`src/logic/conv_pkg.sv`:
```
`default_nettype none

package conv_pkg;

	////////////////////
	// Arithmetic types
	////////////////////

	// Input pixel and kernel weight
	typedef logic signed [7:0] pixel_t;
	typedef logic signed [7:0] weight_t;

	// Full-precision product of one tap
	typedef logic signed [15:0] prod_t;

	// Accumulator and output value, room for 9 taps over 16 channels
	typedef logic signed [23:0] acc_t;

	// Kernel taps of a 3x3 window
	localparam int TAPS = 9;

	////////////////////
	// Control FSM
	////////////////////

	typedef enum logic [1:0] {
		st_idle,
		st_compute,
		st_drain,
		st_done
	} ctrl_state_t;

endpackage

`default_nettype wire
```
`src/logic/conv_ifs.sv`:
```
`default_nettype none

// One tap request per cycle, from the sweep controller
interface tap_if #(
	parameter int IMAGE_WIDTH     = 8,
	parameter int IMAGE_HEIGHT    = 8,
	parameter int CHANNEL_NUM_IN  = 4,
	parameter int CHANNEL_NUM_OUT = 4
);
	import conv_pkg::*;

	localparam int PXL_AW = $clog2(CHANNEL_NUM_IN * IMAGE_HEIGHT * IMAGE_WIDTH);
	localparam int W_AW   = $clog2(CHANNEL_NUM_OUT * CHANNEL_NUM_IN * TAPS);
	localparam int POS_AW = $clog2(IMAGE_HEIGHT * IMAGE_WIDTH);

	logic              valid;
	logic [PXL_AW-1:0] pxl_addr;
	logic              pad;
	logic [W_AW-1:0]   w_addr;
	logic              last_tap;
	logic              first_ch;
	logic              last_ch;
	logic [POS_AW-1:0] pos;

	modport ctrl  (output valid, pxl_addr, pad, w_addr, last_tap, first_ch, last_ch, pos);
	modport store (input valid, pxl_addr, pad);
	modport mac   (input valid, w_addr, last_tap, first_ch, last_ch, pos);
endinterface


`default_nettype wire

```
`src/logic/input_store.sv`:
```
`default_nettype none

module input_store #(
	parameter int IMAGE_WIDTH     = 8,
	parameter int IMAGE_HEIGHT    = 8,
	parameter int CHANNEL_NUM_IN  = 4,
	parameter int CHANNEL_NUM_OUT = 4
) (
	input  logic            clk,
	input  logic            reset,
	input  logic            valid_in,
	input  conv_pkg::pixel_t pxl_in,
	output logic            image_loaded,
	output conv_pkg::pixel_t pxl_rd,
	tap_if.store            taps
);
	import conv_pkg::*;

	localparam int DEPTH  = CHANNEL_NUM_IN * IMAGE_HEIGHT * IMAGE_WIDTH;
	localparam int PXL_AW = $clog2(DEPTH);

	pixel_t            mem [DEPTH];
	logic [PXL_AW-1:0] wr_cnt;
	logic              wr_last;

	assign wr_last = (wr_cnt == PXL_AW'(DEPTH - 1));

	////////////////////
	// Write side
	////////////////////

	// Channel-major raster order maps straight onto the address
	always_ff @(posedge clk) begin
		if (valid_in)
			mem[wr_cnt] <= pxl_in;
	end

	always_ff @(posedge clk) begin
		if (reset) begin
			wr_cnt       <= '0;
			image_loaded <= 1'b0;
		end else begin
			image_loaded <= valid_in && wr_last;
			if (valid_in)
				wr_cnt <= wr_last ? '0 : wr_cnt + 1'b1;
		end
	end

	////////////////////
	// Read side
	////////////////////

	// Outside the image reads as zero
	always_ff @(posedge clk) begin
		if (taps.valid)
			pxl_rd <= taps.pad ? pixel_t'(0) : mem[taps.pxl_addr];
	end

endmodule

`default_nettype wire

```
`src/flat_wrapper.sv`:
```
// flat-port wrapper written by rule: the top's interface ports become plain ports
module input_store_flat import conv_pkg::*;
#(
	parameter int IMAGE_WIDTH     = 8,
	parameter int IMAGE_HEIGHT    = 8,
	parameter int CHANNEL_NUM_IN  = 4,
	parameter int CHANNEL_NUM_OUT = 4
)
  (clk, reset, valid_in, pxl_in, image_loaded, pxl_rd, taps_valid, taps_pxl_addr, taps_pad);
  tap_if #(.IMAGE_WIDTH(IMAGE_WIDTH), .IMAGE_HEIGHT(IMAGE_HEIGHT), .CHANNEL_NUM_IN(CHANNEL_NUM_IN), .CHANNEL_NUM_OUT(CHANNEL_NUM_OUT)) taps_i ();
  input  logic clk;
  input  logic reset;
  input  logic valid_in;
  input  conv_pkg::pixel_t pxl_in;
  output logic image_loaded;
  output conv_pkg::pixel_t pxl_rd;
  input wire logic [$bits(taps_i.valid)-1:0] taps_valid;
  input wire logic [$bits(taps_i.pxl_addr)-1:0] taps_pxl_addr;
  input wire logic [$bits(taps_i.pad)-1:0] taps_pad;
  assign taps_i.valid = taps_valid;
  assign taps_i.pxl_addr = taps_pxl_addr;
  assign taps_i.pad = taps_pad;
  input_store #(.IMAGE_WIDTH(IMAGE_WIDTH), .IMAGE_HEIGHT(IMAGE_HEIGHT), .CHANNEL_NUM_IN(CHANNEL_NUM_IN), .CHANNEL_NUM_OUT(CHANNEL_NUM_OUT)) u_core (.clk(clk), .reset(reset), .valid_in(valid_in), .pxl_in(pxl_in), .image_loaded(image_loaded), .pxl_rd(pxl_rd), .taps(taps_i));
endmodule
```
`config.mk`:
```
export PLATFORM = sky130hd
export DESIGN_NAME = input_store_flat
export DESIGN_NICKNAME = d
export VERILOG_FILES = /design/src/logic/conv_pkg.sv /design/src/logic/conv_ifs.sv /design/src/logic/input_store.sv /design/src/flat_wrapper.sv
export SDC_FILE = /design/constraint.sdc
export NUM_CORES = 2
export LEC_CHECK = 0
export BUFFER_PORTS_ARGS = -buffer_cell sky130_fd_sc_hd__clkbuf_2
export CORE_UTILIZATION = 52
export DETAILED_ROUTE_END_ITERATION = 12
export PLACE_DENSITY = 0.67
export SETUP_SLACK_MARGIN = 0.15
export SYNTH_ARGS = -nofsm -noshare
export SYNTH_HDL_FRONTEND = slang
export SYNTH_SLANG_ARGS = --single-unit
```
`constraint.sdc`:
```
create_clock -name clk -period 5.6 [get_ports clk]
set_input_delay 0.56 -clock clk [delete_from_list [all_inputs] [get_ports clk]]
set_output_delay 0.56 -clock clk [all_outputs]
set_load 0.05 [all_outputs]
```
==> impl_metrics.tcl <==
set metrics [dict create \
    grt_pass1_wl_microns 296000 \
    antenna_found_initial 14 \
    htreeDepth 4 \
    die_h_microns 397 \
    fmax_ghz 0.278 \
    viasPerCell 6.51 \
    worstHoldPathType "in2reg" \
    drive_gt1_share_pct 15.8 \
    status "finished, final reports clean" \
    cts_tree "built" \
    hold_path_startpoint "reset" \
    power_density_nw_per_um2 353 \
    hold_viol 0 \
    ys_seq_area_share_pct 76.2 \
    crit_path_start_kind "primary input" \
    syn_area_sq_um 81200 \
    synthTopCellsByArea "edfxtp_1 76%, mux4_2 7.3%, mux2i_1 4.0%" \
    crit_start "taps_pxl_addr[2]" \
    place_congestion 0.892 \
    critical_path_class "in2reg" \
    maxCapViolCount 0 \
    numClockSinks 2065 \
    cts_setup_buffers 0 \
    dpl.hpwl_microns 129000 \
    slew_violations 0 \
    hold_end "u_core.wr_cnt[6]" \
    async_flop_share_pct 0 \
    grt_pass1_vias 39879 \
    dr.pass1.iters 6 \
    tns_ps 0 \
    min_period_over_period_pct 64.2 \
    grt_max_degree 193 \
    fill_cells 11242 \
    start_util_pct 52.5 \
    final_util_pct 57.9 \
    cts.repair.resized 0 \
    core_sq_um 155000 \
    ant_nets 0 \
    synth_ff_type "edfxtp_1" \
    drc 0 \
    rsz0062_at_grt "false" \
    portBuffers 29 \
    synth_edf_count 2056 \
    ys_seq_elements 2065 \
    worstHoldPathCells 2 \
    clk_path_buf_depth 3 \
    grtUsageTotal_pct 26.5 \
    yosys-top-cells-count "2056 x edfxtp_1, 324 x mux2i_1, 324 x nor2_1" \
    globalRouteOverflowTotal 0 \
    wirelength_microns 208000 \
    synth_nets 4081 \
    worstPathMaxFanout 40 \
    syn_inst 4056 \
    num_vias 41383 \
    area_growth_pct 10.2 \
    worstSkewPairLatency_ps 850 \
    final_cells 6355 \
    synth_cell_types 68 \
    dp.cells 5979 \
    finalNetCount 4161 \
    use_met2_pct 40.6 \
    worstMarginPinSlew_ps 1290 \
    period_needed_ps 3590 \
    met1_usage_pct 38.2 \
    synth_warnings 0 \
    setup_viol 0 \
    yosysTopAreaCell "edfxtp_1" \
    synth_top_area_share_pct 76.0 \
    slew_headroom_pct 13.6 \
    postSynthAreaPerCell_sq_um 20.0 \
    dieArea_sq_um 158000 \
    r2r-start "u_core.wr_cnt[2]" \
    path_clk_slew_ps 60 \
    arrival_ps 4250 \
    grt_busiest_layer "met2" \
    cts_buffers 199 \
    clockRootBuffer "clkbuf_16" \
    worst_setup_path_end_kind "flop" \
    r2r_slack_ps 2180 \
    skew_ps 37.3 \
    use_met3_pct 5.13 \
    power.total_mw 31.6 \
    ios 30 \
    r2r-end "u_core.mem[181][6]" \
    wl_per_cell_microns 32.8 \
    multi_input_area_sq_um 17600 \
    rr_worst_depth 4 \
    vdd_drop_max_mv 0.315 \
    rows 144 \
    ff_latch_area_sq_um 61900 \
    worst_ep_required_time_ps 6260 \
    drt_iter0_markers 5362 \
    die_w_microns 397 \
    p_leak_nw 28.4 \
    yosysMostFrequentCell "edfxtp_1" \
    hold_buffers 0 \
]
-- worst max-delay path: stages --
cell and delay [ps]:
buf_4 590, nand2_4 520, buf_4 440, o221ai_1 420, a21oi_1 120, o21ai_0 820, o31ai_1 260, o41ai_1 390
-- cell type report --
class | instances | share of cell area [%]
diodes | 4 | 0.0112
repair buffers | 123 | 1.32
clock inverters | 125 | 1.22
well taps | 2044 | 2.86
inverters | 4 | 0.0196
multi-input cells | 1743 | 19.6
clock buffers | 247 | 5.79
flip-flops and latches | 2065 | 69.2
-- logic make-up after synthesis --
family                     share of synthesized area, %
DFF                                                76.2
buffers and inverters                              2.24
muxes                                              14.5
xor gates and xnor gates                         0.0431
and+or+nand+nor                                    3.31
adders and majority gates                        0.0616
AOI/OAI and AO/OA                                  3.66
-- stage by stage --
stage	setup WS, ps	hold WS, ps	instance area (sq um)
final	2010	170	89500
after global routing	2150	143	89500
after CTS	2270	91.8	89500
after detailed placement	1360	609	83200
after global placement	878	598	83200
after floorplan	3150	557	81200
-- registers in the layout, summed over array words and instances (netlist names) --
signal	flops
u_core.mem	2048
u_core.pxl_rd	8
u_core.wr_cnt	8
u_core.image_loaded	1
-- cell usage in the layout (no fill, tap or decap), drive strengths merged, types with 3 or more instances in the layout --
cell type and instances:
bufinv 15, a211oi 47, dfxtp 9, ha 4
nor3 41, o221ai 80, nand4 19, o311ai 3
clkbuf 272, buf 98, a31oi 5, a221oi 5
mux2i 324, o21ai 32, or3 7, clkinv 101
nor2b 8, a2111oi 8, mux4 361, a22oi 47
nand2 137, o31ai 6, o22ai 103, nor2 324
xor2 4, a21oi 73, nand3b 4, and2 6
edfxtp 2056, inv 11, diode 4, nor4 22
a21o 5, nand3 41
-- worst max path at each step --
| stage | to | slack [ps] | cells after the start |
|---|---|---|---|
| floorplan | u_core.pxl_rd[3] | 3150 | 9 |
| global placement | u_core.pxl_rd[0] | 880 | 8 |
| detailed placement | u_core.pxl_rd[4] | 1360 | 8 |
| CTS | u_core.pxl_rd[4] | 2270 | 8 |
| global route | u_core.pxl_rd[4] | 2150 | 8 |
| finish | u_core.pxl_rd[4] | 2010 | 8 |
-- metal layers --
metal	vias to the layer above	share of wire (%)
met5	-	0.043
met4	14	3.5
met3	376	9.5
met2	2334	47
met1	21638	40
li1	17021	-
-- where the power goes --
| part | switching, mW | internal [mW] |
|---|---|---|
| Clock | 5.76 | 7.27 |
| Combinational | 1.03 | 0.460 |
| Sequential | 0.0212 | 17.0 |
| Total | 6.81 | 24.7 |
(Power assumes the default switching activity.)
