$ cat config.mk
export PLATFORM = sky130hd
export DESIGN_NAME = kernel_mac_flat
export DESIGN_NICKNAME = d
export VERILOG_FILES = /design/src/logic/conv_pkg.sv /design/src/logic/conv_ifs.sv /design/src/logic/kernel_mac.sv /design/src/flat_wrapper.sv
export SDC_FILE = /design/constraint.sdc
export NUM_CORES = 1
export LEC_CHECK = 0
export BUFFER_PORTS_ARGS = -buffer_cell sky130_fd_sc_hd__buf_4
export CORE_ASPECT_RATIO = 0.75
export CORE_MARGIN = 2
export CORE_UTILIZATION = 40
export DETAILED_ROUTE_END_ITERATION = 7
export PLACE_DENSITY = 0.57
export SLEW_MARGIN = 10
export SYNTH_ARGS = -nofsm -noshare
export SYNTH_HDL_FRONTEND = slang
export SYNTH_SLANG_ARGS = --single-unit
$ cat constraint.sdc
create_clock -name clk -period 18.21 [get_ports clk]
set_input_delay 3.642 -clock clk [delete_from_list [all_inputs] [get_ports clk]]
set_output_delay 3.642 -clock clk [all_outputs]
set_load 0.02 [all_outputs]
$ cat src/logic/conv_pkg.sv
`default_nettype none

package conv_pkg;

	////////////////////
	// Arithmetic types
	////////////////////

	// Input pixel and kernel weight
	typedef logic signed [7:0] pixel_t;
	typedef logic signed [7:0] weight_t;

	// Full-precision product of one tap
	typedef logic signed [15:0] prod_t;

	// Accumulator and output value, room for 9 taps over 16 channels
	typedef logic signed [23:0] acc_t;

	// Kernel taps of a 3x3 window
	localparam int TAPS = 9;

	////////////////////
	// Control FSM
	////////////////////

	typedef enum logic [1:0] {
		st_idle,
		st_compute,
		st_drain,
		st_done
	} ctrl_state_t;

endpackage

`default_nettype wire
$ cat src/logic/conv_ifs.sv
`default_nettype none

// One tap request per cycle, from the sweep controller
interface tap_if #(
	parameter int IMAGE_WIDTH     = 8,
	parameter int IMAGE_HEIGHT    = 8,
	parameter int CHANNEL_NUM_IN  = 4,
	parameter int CHANNEL_NUM_OUT = 4
);
	import conv_pkg::*;

	localparam int PXL_AW = $clog2(CHANNEL_NUM_IN * IMAGE_HEIGHT * IMAGE_WIDTH);
	localparam int W_AW   = $clog2(CHANNEL_NUM_OUT * CHANNEL_NUM_IN * TAPS);
	localparam int POS_AW = $clog2(IMAGE_HEIGHT * IMAGE_WIDTH);

	logic              valid;
	logic [PXL_AW-1:0] pxl_addr;
	logic              pad;
	logic [W_AW-1:0]   w_addr;
	logic              last_tap;
	logic              first_ch;
	logic              last_ch;
	logic [POS_AW-1:0] pos;

	modport ctrl  (output valid, pxl_addr, pad, w_addr, last_tap, first_ch, last_ch, pos);
	modport store (input valid, pxl_addr, pad);
	modport mac   (input valid, w_addr, last_tap, first_ch, last_ch, pos);
endinterface

// Finished 3x3 sum of one input channel at one output position
interface conv_if #(
	parameter int IMAGE_WIDTH     = 8,
	parameter int IMAGE_HEIGHT    = 8,
	parameter int CHANNEL_NUM_IN  = 4,
	parameter int CHANNEL_NUM_OUT = 4
);
	import conv_pkg::*;

	localparam int POS_AW = $clog2(IMAGE_HEIGHT * IMAGE_WIDTH);

	logic              valid;
	acc_t              sum;
	logic              first_ch;
	logic              last_ch;
	logic [POS_AW-1:0] pos;

	modport mac   (output valid, sum, first_ch, last_ch, pos);
	modport accum (input valid, sum, first_ch, last_ch, pos);
endinterface

`default_nettype wire

$ cat src/logic/kernel_mac.sv
`default_nettype none

module kernel_mac #(
	parameter int IMAGE_WIDTH     = 8,
	parameter int IMAGE_HEIGHT    = 8,
	parameter int CHANNEL_NUM_IN  = 4,
	parameter int CHANNEL_NUM_OUT = 4
) (
	input  logic             clk,
	input  logic             reset,
	input  logic             valid_weight_in,
	input  conv_pkg::weight_t weight_in,
	input  conv_pkg::pixel_t  pxl_rd,
	tap_if.mac               taps,
	conv_if.mac              conv
);
	import conv_pkg::*;

	localparam int W_DEPTH = CHANNEL_NUM_OUT * CHANNEL_NUM_IN * TAPS;
	localparam int W_AW    = $clog2(W_DEPTH);
	localparam int POS_AW  = $clog2(IMAGE_HEIGHT * IMAGE_WIDTH);

	weight_t           wmem [W_DEPTH];
	logic [W_AW-1:0]   w_cnt;
	logic              w_wr;
	weight_t           w_rd;
	logic              d_valid;
	logic              d_last_tap, d_first_ch, d_last_ch;
	logic [POS_AW-1:0] d_pos;
	prod_t             prod;
	acc_t              acc;
	logic              acc_clear;

	////////////////////
	// Weight load
	////////////////////

	// Held off while taps are being issued
	assign w_wr = valid_weight_in && !taps.valid;

	always_ff @(posedge clk) begin
		if (w_wr)
			wmem[w_cnt] <= weight_in;
	end

	always_ff @(posedge clk) begin
		if (reset)
			w_cnt <= '0;
		else if (w_wr)
			w_cnt <= (w_cnt == W_AW'(W_DEPTH - 1)) ? '0 : w_cnt + 1'b1;
	end

	////////////////////
	// Stage 1
	////////////////////

	// Weight read and tap fields line up with the pixel read
	always_ff @(posedge clk) begin
		w_rd       <= wmem[taps.w_addr];
		d_last_tap <= taps.last_tap;
		d_first_ch <= taps.first_ch;
		d_last_ch  <= taps.last_ch;
		d_pos      <= taps.pos;
	end

	always_ff @(posedge clk) begin
		if (reset)
			d_valid <= 1'b0;
		else
			d_valid <= taps.valid;
	end

	////////////////////
	// Stage 2
	////////////////////

	assign prod = pxl_rd * w_rd;

	always_ff @(posedge clk) begin
		if (reset) begin
			acc       <= '0;
			acc_clear <= 1'b1;
			conv.valid <= 1'b0;
		end else begin
			conv.valid <= d_valid && d_last_tap;
			if (d_valid) begin
				// Restart on tap 0 of every window
				acc       <= (acc_clear ? acc_t'(0) : acc) + acc_t'(prod);
				acc_clear <= d_last_tap;
			end
		end
	end

	always_ff @(posedge clk) begin
		if (d_valid && d_last_tap) begin
			conv.first_ch <= d_first_ch;
			conv.last_ch  <= d_last_ch;
			conv.pos      <= d_pos;
		end
	end

	assign conv.sum = acc;

	// A full weight set must be loaded before the sweep starts
	assert property (@(posedge clk) disable iff (reset) taps.valid |-> (w_cnt == '0))
		else $error("weight counter not wrapped during computation");

	assert property (@(posedge clk) disable iff (reset) !(valid_weight_in && taps.valid))
		else $error("weight dropped while layer busy");

endmodule

`default_nettype wire

$ cat src/flat_wrapper.sv
// flat-port wrapper written by rule: the top's interface ports become plain ports
module kernel_mac_flat import conv_pkg::*;
#(
	parameter int IMAGE_WIDTH     = 8,
	parameter int IMAGE_HEIGHT    = 8,
	parameter int CHANNEL_NUM_IN  = 4,
	parameter int CHANNEL_NUM_OUT = 4
)
  (clk, reset, valid_weight_in, weight_in, pxl_rd, taps_valid, taps_w_addr, taps_last_tap, taps_first_ch, taps_last_ch, taps_pos, conv_valid, conv_sum, conv_first_ch, conv_last_ch, conv_pos);
  tap_if #(.IMAGE_WIDTH(IMAGE_WIDTH), .IMAGE_HEIGHT(IMAGE_HEIGHT), .CHANNEL_NUM_IN(CHANNEL_NUM_IN), .CHANNEL_NUM_OUT(CHANNEL_NUM_OUT)) taps_i ();
  conv_if #(.IMAGE_WIDTH(IMAGE_WIDTH), .IMAGE_HEIGHT(IMAGE_HEIGHT), .CHANNEL_NUM_IN(CHANNEL_NUM_IN), .CHANNEL_NUM_OUT(CHANNEL_NUM_OUT)) conv_i ();
  input  logic clk;
  input  logic reset;
  input  logic valid_weight_in;
  input  conv_pkg::weight_t weight_in;
  input  conv_pkg::pixel_t pxl_rd;
  input wire logic [$bits(taps_i.valid)-1:0] taps_valid;
  input wire logic [$bits(taps_i.w_addr)-1:0] taps_w_addr;
  input wire logic [$bits(taps_i.last_tap)-1:0] taps_last_tap;
  input wire logic [$bits(taps_i.first_ch)-1:0] taps_first_ch;
  input wire logic [$bits(taps_i.last_ch)-1:0] taps_last_ch;
  input wire logic [$bits(taps_i.pos)-1:0] taps_pos;
  output wire logic [$bits(conv_i.valid)-1:0] conv_valid;
  output wire logic [$bits(conv_i.sum)-1:0] conv_sum;
  output wire logic [$bits(conv_i.first_ch)-1:0] conv_first_ch;
  output wire logic [$bits(conv_i.last_ch)-1:0] conv_last_ch;
  output wire logic [$bits(conv_i.pos)-1:0] conv_pos;
  assign taps_i.valid = taps_valid;
  assign taps_i.w_addr = taps_w_addr;
  assign taps_i.last_tap = taps_last_tap;
  assign taps_i.first_ch = taps_first_ch;
  assign taps_i.last_ch = taps_last_ch;
  assign taps_i.pos = taps_pos;
  assign conv_valid = conv_i.valid;
  assign conv_sum = conv_i.sum;
  assign conv_first_ch = conv_i.first_ch;
  assign conv_last_ch = conv_i.last_ch;
  assign conv_pos = conv_i.pos;
  kernel_mac #(.IMAGE_WIDTH(IMAGE_WIDTH), .IMAGE_HEIGHT(IMAGE_HEIGHT), .CHANNEL_NUM_IN(CHANNEL_NUM_IN), .CHANNEL_NUM_OUT(CHANNEL_NUM_OUT)) u_core (.clk(clk), .reset(reset), .valid_weight_in(valid_weight_in), .weight_in(weight_in), .pxl_rd(pxl_rd), .taps(taps_i), .conv(conv_i));
endmodule
==> metrics <==
initial antenna violation count 3; CTS tree yes; clock latency on the worst-skew pair 0.74 ns; Synth area leaders edfxtp_1 69%, mux4_2 14%, fa_1 4.1%; Die H 312.3 um; count of final setup violators 0; MaxCap Viol Count 0; post-route setup TNS 0 ns; postcts setup bufs 0; Post-CTS Hold Buffers 0; global-route usage over all layers 0.1888; Final Total Pwr 7.242 mW; GRT met2 Usage 0.2795; Synth top cells by count 1160 x edfxtp_1, 312 x mux4_2, 187 x nor2_1, 104 x fa_1, 101 x nand2_1; WP data required 18.80 ns; design area 56690 um^2; internal power 5.176 mW; ys flop type edfxtp_1; fin nets 2860; H-tree depth 3; maximum fanout along the worst path 17; Yosys reg bits 1212; post-route insts no fill 4426; clk sinks 1212; Fillers 10657; FMAX 116.4 MHz; Worst Setup Slack, final 9.616 ns; Clock power frac 0.335; # placed instances 4213; DRT antenna net count 0; asr flop ratio synth 0; IO buf count 69; worst setup path startpoint pxl_rd[7]; routed wire length 121.8 mm; CTS buffer count 112; crit path kind input port to register; Worst Hold Class register to register; Leakage 18.33 nW; Worst Skew 0.04519 ns; syn_area_per_cell 19.73 um^2; most common cell in the synthesized netlist edfxtp_1; status completed; unrepaired setup endpoints after global routing false; Ys Warns 0; Final Hold Fails 0; Final period util 0.4720; Pins Over Slew Limit 0; worst endpoint data arrival time 9.19 ns; Cell variety after synth 55; largest net degree at the start of global routing 101; CTS Root Cell clkbuf_16; Detailed Place HPWL 78.77 mm; layout cells sized above 1 0.2148; Logic pwr share 0.238; GPL Wtd Cong 0.8178; core area 126300 um^2; Synth top area share 0.6871; Placed Instance Area 52860 um^2; Starting Density 0.4015; DR iter-0 viols 2758; Net Sw Power 2.066 mW; Layout area overhead 11.83%; worst-margin pin slew 1.388 ns; routed vias 24914; Max transition margin 0.07471; fin crit period 8.594 ns; largest area contributor in the netlist edfxtp_1; grt ovf 0; register area share after synthesis 0.7076; Die Wd 415.1 um; global routing's busiest layer met1; switching share of power 0.2852; R2R Path Start u_core.w_rd[0]; Clock Path Buffers 3; Die ar. 129600 um^2; vias in the first global route 25619; post-place setup slack 8.479 ns; first-pass GRT wire length 179.0 mm; Flop pwr share 0.427; row cnt 113; DRC 0; CP startpoint kind input port; met3 usage 0.04291; synthesized instance count 2570; Clk pin slew, worst setup/hold paths 0.07 ns; PD cells 127.7 nW/um^2; first drt pass iteration count 5; post-CTS sizing 0; IO Pins 70; per-cell routed wire length 27.53 um; flop2flop setup slack 12.01 ns; Worst setup EP type register; Mapped Area 50700 um^2; vias per cell 5.629; Post-synth EDFFs 1160; routing usage on met1 0.2852; syn_nets 2769; Worst VDD drop 0.1381 mV; HP Start u_core.d_pos[3]
==> flip-flops by register name, indices dropped and copies added, names as in the netlist, 6 cells and up <==
name	flops
u_core.wmem	1152
u_core.conv.sum	24
u_core.w_cnt	8
u_core.w_rd	8
u_core.conv.pos	6
u_core.d_pos	6
==> logic make-up (layout without fill, tap and decap cells) <==
| kind of cell | Yosys count | after routing | synth area share |
|---|---|---|---|
| flops | 1212 | 1212 | 0.7076 |
| simple gates | 442 | 442 | 0.03988 |
| mux | 388 | 388 | 0.1536 |
| buf+inv | 207 | 393 | 0.01974 |
| fa+ha+maj | 162 | 162 | 0.05538 |
| compound gates | 136 | 136 | 0.01974 |
| xor+xnor | 23 | 23 | 0.003974 |
| other cells | 0 | 3 | 0 |
==> power by group through the flow <==
stage / combinational, mW / sequential [mW] / clock, mW
after floorplan: 1.29 / 3.16 / 0
after global placement: 1.71 / 3.15 / 0
after detailed placement: 1.72 / 3.15 / 0
after CTS: 1.74 / 3.09 / 2.47
after global routing: 1.96 / 3.09 / 2.58
final: 1.72 / 3.09 / 2.43
==> worst max-delay path, cell delays in order <==
cell and delay, ns:
buf_4 0.12, and2_2 0.54, inv_1 0.13, fa_1 0.51, inv_1 0.06, fa_1 0.48, fa_1 0.56, fa_1 0.43
fa_1 0.44, ha_1 0.35, and3_1 0.20, a221oi_1 0.61, a21oi_1 0.18, a21oi_1 0.28, o21ai_0 0.16, nor4b_1 0.16
a311o_1 0.32
==> metrics by stage <==
stage               hold slack, ns    util
CTS                         0.4055  0.4489
detailed placement          0.3906  0.4187
floorplan                   0.3855       -
finish                      0.4065  0.4490
global placement            0.3939  0.4187
global route                0.4183  0.4490
==> final cells by class <==
cell class                 instances  area [um^2]  share of cell area
sequential                      1212        35870              0.6328
multi-input combinational       1151        13830              0.2439
clock buffer                     128         2884             0.05087
tap                             1667         2086             0.03679
clock inverter                    81        929.6             0.01640
timing repair buffer              98        760.7             0.01342
inverter                          86        322.8            0.005694
antenna                            3        7.507           0.0001324
==> worst paths after layout <==
kind                              end  depth (start not counted)
setup / recovery  u_core.conv.sum[16]                         17
hold / removal     u_core.conv.pos[3]                          0
setup reg to reg  u_core.conv.sum[16]                         16
hold reg to reg    u_core.conv.pos[3]                          0
==> routing by layer <==
layer  part of all wire  vias up
li1                   -    10486
met1               0.45    13367
met2               0.45      908
met3              0.078      153
met4              0.020        0
met5                  0        -
==> placed cells by master (no fill, tap or decap), drive strengths merged, types with 3 or more instances in the layout <==
cell type	instances
dfxtp	52
o21a	3
nor3	5
a21oi	22
o41ai	9
clkbuf	128
buf	98
mux2i	75
nand4	17
fa	104
a211oi	12
or3	6
nand2b	9
mux4	312
and2	36
xor2	9
clkinvlp	10
clkinv	54
o22ai	8
nor2b	35
a221oi	40
o211ai	3
diode	3
ha	58
bufinv	16
o221ai	4
and3	12
nand3	26
xnor2	14
a21o	5
nor2	187
o21ai	17
edfxtp	1160
inv	87
nand2	101
Power figures use the tool's default switching activity.
