File: config.mk
export PLATFORM = sky130hd
export DESIGN_NAME = layer_ctrl_flat
export DESIGN_NICKNAME = d
export VERILOG_FILES = /design/src/logic/conv_pkg.sv /design/src/logic/conv_ifs.sv /design/src/logic/layer_ctrl.sv /design/src/flat_wrapper.sv
export SDC_FILE = /design/constraint.sdc
export NUM_CORES = 1
export LEC_CHECK = 0
export ABC_CLOCK_PERIOD_IN_PS = 6800
export BUFFER_PORTS_ARGS = -buffer_cell sky130_fd_sc_hd__buf_2
export CORE_UTILIZATION = 57
export DETAILED_ROUTE_END_ITERATION = 10
export PLACE_DENSITY = 0.79
export SLEW_MARGIN = 0
export SYNTH_ARGS = -nofsm -noshare
export SYNTH_HDL_FRONTEND = slang
export SYNTH_SLANG_ARGS = --single-unit
File: constraint.sdc
create_clock -name clk -period 6.8 [get_ports clk]
set_input_delay 1.36 -clock clk [delete_from_list [all_inputs] [get_ports clk]]
set_output_delay 1.36 -clock clk [all_outputs]
set_load 0.02 [all_outputs]
File: src/logic/conv_pkg.sv
`default_nettype none

package conv_pkg;

	////////////////////
	// Arithmetic types
	////////////////////

	// Input pixel and kernel weight
	typedef logic signed [7:0] pixel_t;
	typedef logic signed [7:0] weight_t;

	// Full-precision product of one tap
	typedef logic signed [15:0] prod_t;

	// Accumulator and output value, room for 9 taps over 16 channels
	typedef logic signed [23:0] acc_t;

	// Kernel taps of a 3x3 window
	localparam int TAPS = 9;

	////////////////////
	// Control FSM
	////////////////////

	typedef enum logic [1:0] {
		st_idle,
		st_compute,
		st_drain,
		st_done
	} ctrl_state_t;

endpackage

`default_nettype wire
File: src/logic/conv_ifs.sv
`default_nettype none

// One tap request per cycle, from the sweep controller
interface tap_if #(
	parameter int IMAGE_WIDTH     = 8,
	parameter int IMAGE_HEIGHT    = 8,
	parameter int CHANNEL_NUM_IN  = 4,
	parameter int CHANNEL_NUM_OUT = 4
);
	import conv_pkg::*;

	localparam int PXL_AW = $clog2(CHANNEL_NUM_IN * IMAGE_HEIGHT * IMAGE_WIDTH);
	localparam int W_AW   = $clog2(CHANNEL_NUM_OUT * CHANNEL_NUM_IN * TAPS);
	localparam int POS_AW = $clog2(IMAGE_HEIGHT * IMAGE_WIDTH);

	logic              valid;
	logic [PXL_AW-1:0] pxl_addr;
	logic              pad;
	logic [W_AW-1:0]   w_addr;
	logic              last_tap;
	logic              first_ch;
	logic              last_ch;
	logic [POS_AW-1:0] pos;

	modport ctrl  (output valid, pxl_addr, pad, w_addr, last_tap, first_ch, last_ch, pos);
	modport store (input valid, pxl_addr, pad);
	modport mac   (input valid, w_addr, last_tap, first_ch, last_ch, pos);
endinterface


`default_nettype wire

File: src/logic/layer_ctrl.sv
`default_nettype none

module layer_ctrl #(
	parameter int IMAGE_WIDTH     = 8,
	parameter int IMAGE_HEIGHT    = 8,
	parameter int CHANNEL_NUM_IN  = 4,
	parameter int CHANNEL_NUM_OUT = 4
) (
	input  logic clk,
	input  logic reset,
	input  logic image_loaded,
	output logic busy,
	tap_if.ctrl  taps
);
	import conv_pkg::*;

	localparam int PXL_AW = $clog2(CHANNEL_NUM_IN * IMAGE_HEIGHT * IMAGE_WIDTH);
	localparam int W_AW   = $clog2(CHANNEL_NUM_OUT * CHANNEL_NUM_IN * TAPS);
	localparam int POS_AW = $clog2(IMAGE_HEIGHT * IMAGE_WIDTH);
	localparam int OC_W   = $clog2(CHANNEL_NUM_OUT + 1);
	localparam int IC_W   = $clog2(CHANNEL_NUM_IN + 1);
	localparam int ROW_W  = $clog2(IMAGE_HEIGHT + 1);
	localparam int COL_W  = $clog2(IMAGE_WIDTH + 1);
	localparam int TAP_W  = $clog2(TAPS + 1);

	ctrl_state_t      state;
	logic [OC_W-1:0]  oc;
	logic [ROW_W-1:0] row;
	logic [COL_W-1:0] col;
	logic [IC_W-1:0]  ic;
	logic [TAP_W-1:0] tap;
	logic             drain_cnt;
	logic             tap_end, ic_end, col_end, row_end, oc_end;

	assign tap_end = (tap == TAP_W'(TAPS - 1));
	assign ic_end  = (ic == IC_W'(CHANNEL_NUM_IN - 1));
	assign col_end = (col == COL_W'(IMAGE_WIDTH - 1));
	assign row_end = (row == ROW_W'(IMAGE_HEIGHT - 1));
	assign oc_end  = (oc == OC_W'(CHANNEL_NUM_OUT - 1));

	assign busy = (state != st_idle);

	////////////////////
	// Tap decode
	////////////////////

	always_comb begin
		int rr;
		int cc;
		// Window offsets run from -1 to +1 around the output position
		rr = int'(row) + int'(tap) / 3 - 1;
		cc = int'(col) + int'(tap) % 3 - 1;
		taps.valid    = (state == st_compute);
		taps.pad      = (rr < 0) || (rr >= IMAGE_HEIGHT) || (cc < 0) || (cc >= IMAGE_WIDTH);
		taps.pxl_addr = taps.pad ? '0 :
			PXL_AW'((int'(ic) * IMAGE_HEIGHT + rr) * IMAGE_WIDTH + cc);
		taps.w_addr   = W_AW'((int'(oc) * CHANNEL_NUM_IN + int'(ic)) * TAPS + int'(tap));
		taps.pos      = POS_AW'(int'(row) * IMAGE_WIDTH + int'(col));
		taps.last_tap = tap_end;
		taps.first_ch = (ic == '0);
		taps.last_ch  = ic_end;
	end

	////////////////////
	// Sweep FSM
	////////////////////

	always_ff @(posedge clk) begin
		if (reset) begin
			state     <= st_idle;
			oc        <= '0;
			row       <= '0;
			col       <= '0;
			ic        <= '0;
			tap       <= '0;
			drain_cnt <= 1'b0;
		end else begin
			case (state)
				st_idle: begin
					if (image_loaded)
						state <= st_compute;
				end
				st_compute: begin
					// Nested loops, tap innermost
					if (!tap_end) begin
						tap <= tap + 1'b1;
					end else begin
						tap <= '0;
						if (!ic_end) begin
							ic <= ic + 1'b1;
						end else begin
							ic <= '0;
							if (!col_end) begin
								col <= col + 1'b1;
							end else begin
								col <= '0;
								if (!row_end) begin
									row <= row + 1'b1;
								end else begin
									row <= '0;
									if (!oc_end) begin
										oc <= oc + 1'b1;
									end else begin
										oc    <= '0;
										state <= st_drain;
									end
								end
							end
						end
					end
				end
				st_drain: begin
					// Two cycles for the MAC pipe, done covers the last result
					drain_cnt <= !drain_cnt;
					if (drain_cnt)
						state <= st_done;
				end
				st_done: state <= st_idle;
				default: state <= st_idle;
			endcase
		end
	end

	// A new image must not land on a sweep in progress
	assert property (@(posedge clk) disable iff (reset) image_loaded |-> !busy)
		else $error("image_loaded while layer busy");

endmodule

`default_nettype wire

File: src/flat_wrapper.sv
// flat-port wrapper written by rule: the top's interface ports become plain ports
module layer_ctrl_flat import conv_pkg::*;
#(
	parameter int IMAGE_WIDTH     = 8,
	parameter int IMAGE_HEIGHT    = 8,
	parameter int CHANNEL_NUM_IN  = 4,
	parameter int CHANNEL_NUM_OUT = 4
)
  (clk, reset, image_loaded, busy, taps_valid, taps_pxl_addr, taps_pad, taps_w_addr, taps_last_tap, taps_first_ch, taps_last_ch, taps_pos);
  tap_if #(.IMAGE_WIDTH(IMAGE_WIDTH), .IMAGE_HEIGHT(IMAGE_HEIGHT), .CHANNEL_NUM_IN(CHANNEL_NUM_IN), .CHANNEL_NUM_OUT(CHANNEL_NUM_OUT)) taps_i ();
  input  logic clk;
  input  logic reset;
  input  logic image_loaded;
  output logic busy;
  output wire logic [$bits(taps_i.valid)-1:0] taps_valid;
  output wire logic [$bits(taps_i.pxl_addr)-1:0] taps_pxl_addr;
  output wire logic [$bits(taps_i.pad)-1:0] taps_pad;
  output wire logic [$bits(taps_i.w_addr)-1:0] taps_w_addr;
  output wire logic [$bits(taps_i.last_tap)-1:0] taps_last_tap;
  output wire logic [$bits(taps_i.first_ch)-1:0] taps_first_ch;
  output wire logic [$bits(taps_i.last_ch)-1:0] taps_last_ch;
  output wire logic [$bits(taps_i.pos)-1:0] taps_pos;
  assign taps_valid = taps_i.valid;
  assign taps_pxl_addr = taps_i.pxl_addr;
  assign taps_pad = taps_i.pad;
  assign taps_w_addr = taps_i.w_addr;
  assign taps_last_tap = taps_i.last_tap;
  assign taps_first_ch = taps_i.first_ch;
  assign taps_last_ch = taps_i.last_ch;
  assign taps_pos = taps_i.pos;
  layer_ctrl #(.IMAGE_WIDTH(IMAGE_WIDTH), .IMAGE_HEIGHT(IMAGE_HEIGHT), .CHANNEL_NUM_IN(CHANNEL_NUM_IN), .CHANNEL_NUM_OUT(CHANNEL_NUM_OUT)) u_core (.clk(clk), .reset(reset), .image_loaded(image_loaded), .busy(busy), .taps(taps_i));
endmodule
==> impl_results.md <==
* Outcome: finished with violations
* Failing checks: negative setup slack
* Final hold slack at between 0.5 and 0.6 ns
* Worst r2r path cells at 7
* Fin. Hold Viols at 0
* DR vias at ~4600
* Post-route insts no fill at 773
* First-pass GRT wire length at 18.9 mm
* Mapped Nets at 701
* Routed len/inst at 15.8 µm
* Fin crit share at 104%
* Final WL at 12.2 mm
* Antenna Cells at 0
* Sink Count at 21
* WHS Path Cells at 2
* Root buf cell: clkbuf_8
* Placer Congestion at about 0.96
* Critical-path maximum fanout at 6
* CTS tree: built
* DIE HEIGHT at 89.4 µm
* Final #Nets at 767
* Area of the mapped netlist at ~4400 µm²
* H-tree depth at 1
* Largest net degree at the start of global routing at 22
* R2r endpoint: u_core.oc[0]
* Final WS setup at -0.299 ns
* Worst EP arrival at 5.74 ns
* Setup crit end kind: output pin
* Setup violators final at 9
* Clk pin slew, worst setup/hold paths at 0.09 ns
* CP most frequent cell: ha_4
* Worst Max-Slew Pin Slew at 0.437 ns
* Maxcap violations at 0
* Fin crit period at 7.10 ns
* Synth top cells by count: 84 x ha_1, 82 x inv_1, 55 x nand2_1, 55 x nor2_1, 52 x a21oi_1
* CP max stage cell: or4_4
* Count leader, synth: ha_1
* HPWL after detailed placement at between 9 and 10 mm
* Worst Setup Start Kind: flop
* Syn_area_per_cell at between 7 and 8 µm²
* Synthesis Warnings at 0
* Initial DRC count at 346
* Worst-Skew Late Latency at 0.27 ns
* Antenna-violating nets left at 0
* Vias in the first global route at about 4100
* # fillers at 559
* Area contributors post-synth: ha_1 24%, dfxtp_1 9.7%, inv_1 7.1%
* Hold path start: u_core.ic[2]
* Post-synth top flop: dfxtp_1
* Die Width at about 89 µm
* # hold bufs at CTS at 0
* RSZ-0062 raised after global routing: yes
* Post-synth EDFFs at 0
* Syn Inst Count at 609
* Final max-slew violation count at 0
* Max Freq at 141 MHz
* Total CTS buffers at 3
* WS Path Type: reg -> out
* CP Data Required Time at 5.44 ns
* Dpl cells at 749
* Die area at 8000 µm²
* CP max stage delay at about 0.47 ns
* Port Buffers at 30
* Pwr per Cell Area at 208 nW/µm²
* Core area at about 7300 µm²
* Area leader, netlist: ha_1
* Slew margin rel. at 70.7%
* 1st-pass router iterations at 6
* # IOs at 31
* Initial antenna violation count at 0
* Share of cells above drive strength 1 at 21.2%
* Reg2reg setup slack at approximately 4.3 ns
* Post-synth cell types at 62
* Lkg Pwr at around 0.0028 µW
* R2R Path Start: u_core.ic[0]
* Floorplan row count at 31
* Clk buf depth at 2
* Remaining Overflow, GRT at 0
* Yosys top cell area share at between 20% and 30%
* Tot GR Track Use at 30.2%
* Final Skew at 0.00748 ns
* Initial core utilization at 59.4%
* WHS Endpoint: u_core.ic[2]
* Share of flip-flops with an asynchronous set or reset at 0%
* Largest vdd supply drop at roughly 0.000099 V
* Register area share after synthesis at 9.65%
* Via density at 5.98
* HP Class: reg -> reg
* DRC at 0
* Post-synthesis register bit count at 21
* Area Growth Syn to Fin at 21.7%
* Setup_tns at -2.31 ns
## sequential cells by signal, summed over array words and instances, names as in the netlist
name,cells
u_core.col,4
u_core.ic,3
u_core.tap,4
u_core.oc,3
u_core.row,4
u_core.drain_cnt,1
u_core.state,2
## final cells by class
type | count | area (µm²) | area share [%]
flip-flops and latches | 21 | 428 | 8.07
well taps | 99 | 124 | 2.34
repair buffers | 83 | 598 | 11.3
clock inverters | 1 | 7.51 | 0.142
clock buffers | 3 | 41.3 | 0.779
inverters | 83 | 312 | 5.88
multi-input cells | 483 | 3790 | 71.5
## kinds of logic after synthesis
group / after synthesis / synth area share, %
flip-flops: 21 / 9.65
multiplexers: 14 / 3.22
AND/OR/NAND/NOR: 190 / 20.5
AO/OA/AOI/OAI: 156 / 23.5
adder cells (fa/ha/maj): 89 / 26.4
buffers and inverters: 105 / 9.91
XOR/XNOR: 34 / 6.84
## placed cells by master, fill, tap and decap left out, types with 11 or more instances in the layout
| cell type | Yosys | routed |
|---|---|---|
| a21o_1 | 16 | 16 |
| a21oi_1 | 52 | 49 |
| buf_2 | 2 | 21 |
| buf_4 | 3 | 57 |
| dfxtp_1 | 21 | 19 |
| ha_1 | 84 | 78 |
| inv_1 | 82 | 79 |
| mux2i_1 | 14 | 13 |
| nand2_1 | 55 | 54 |
| nand3_1 | 17 | 17 |
| nor2_1 | 55 | 53 |
| o21ai_0 | 34 | 29 |
| xnor2_1 | 23 | 21 |
| xor2_1 | 11 | 11 |
## metal layers
layer  global-route usage (%)  part of all wire, %  vias up
met3                     4.43                  7.4       31
met4                     4.04                  1.9        0
met5                        0                    0        -
met1                     39.9                   44     2140
met2                     53.3                   47      201
li1                         -                    -     2253
## per-stage QoR
stage	area (µm²)	util [%]	setup slack, ns	power (µW)
4_1_cts	5160	70.4	-0.132	1050
2_1_floorplan	4550	-	0.0242	741
3_3_place_gp	4930	67.2	-0.0305	897
3_5_place_dp	4930	67.2	-0.218	926
5_1_grt	5300	72.3	-0.487	1170
6_report	5300	72.3	-0.299	1100
## power by group
| part | leakage, µW | switching (µW) | internal (µW) |
|---|---|---|---|
| Clock | 0.0000217 | 46.3 | 41.5 |
| Combinational | 0.00258 | 479 | 396 |
| Sequential | 0.000171 | 8.34 | 134 |
## worst max-delay path by stage
stage / start / end / slack (ns) / cells after the start
2_1_floorplan: u_core.tap[2] / taps_pad / 0.02 / 26
3_3_place_gp: u_core.tap[2] / taps_pxl_addr[0] / -0.03 / 25
3_5_place_dp: u_core.tap[2] / taps_pxl_addr[2] / -0.22 / 25
4_1_cts: u_core.tap[2] / taps_pxl_addr[2] / -0.13 / 25
5_1_grt: u_core.tap[2] / taps_pxl_addr[2] / -0.49 / 25
6_report: u_core.tap[2] / taps_pxl_addr[2] / -0.30 / 25
## worst max-delay path: cells and delay by family (launching register included)
family | cells | cell delay [ns]
compound gates | 6 | 1.30
xor+xnor | 1 | 0.11
fa+ha+maj | 6 | 1.31
buf+inv | 4 | 0.46
flops | 1 | 0.37
mux | 1 | 0.23
simple gates | 7 | 1.69
## timing repair
| item | in CTS | in global routing |
|---|---|---|
| setup buffers | 11 | 9 |
| setup endpoints to repair | 9 | 9 |
| endpoints found under the hold margin | 0 | 0 |
| resized for setup | 32 | 15 |
| pin swaps | 16 | 10 |
Note: power is estimated with default switching activity, not from simulation.
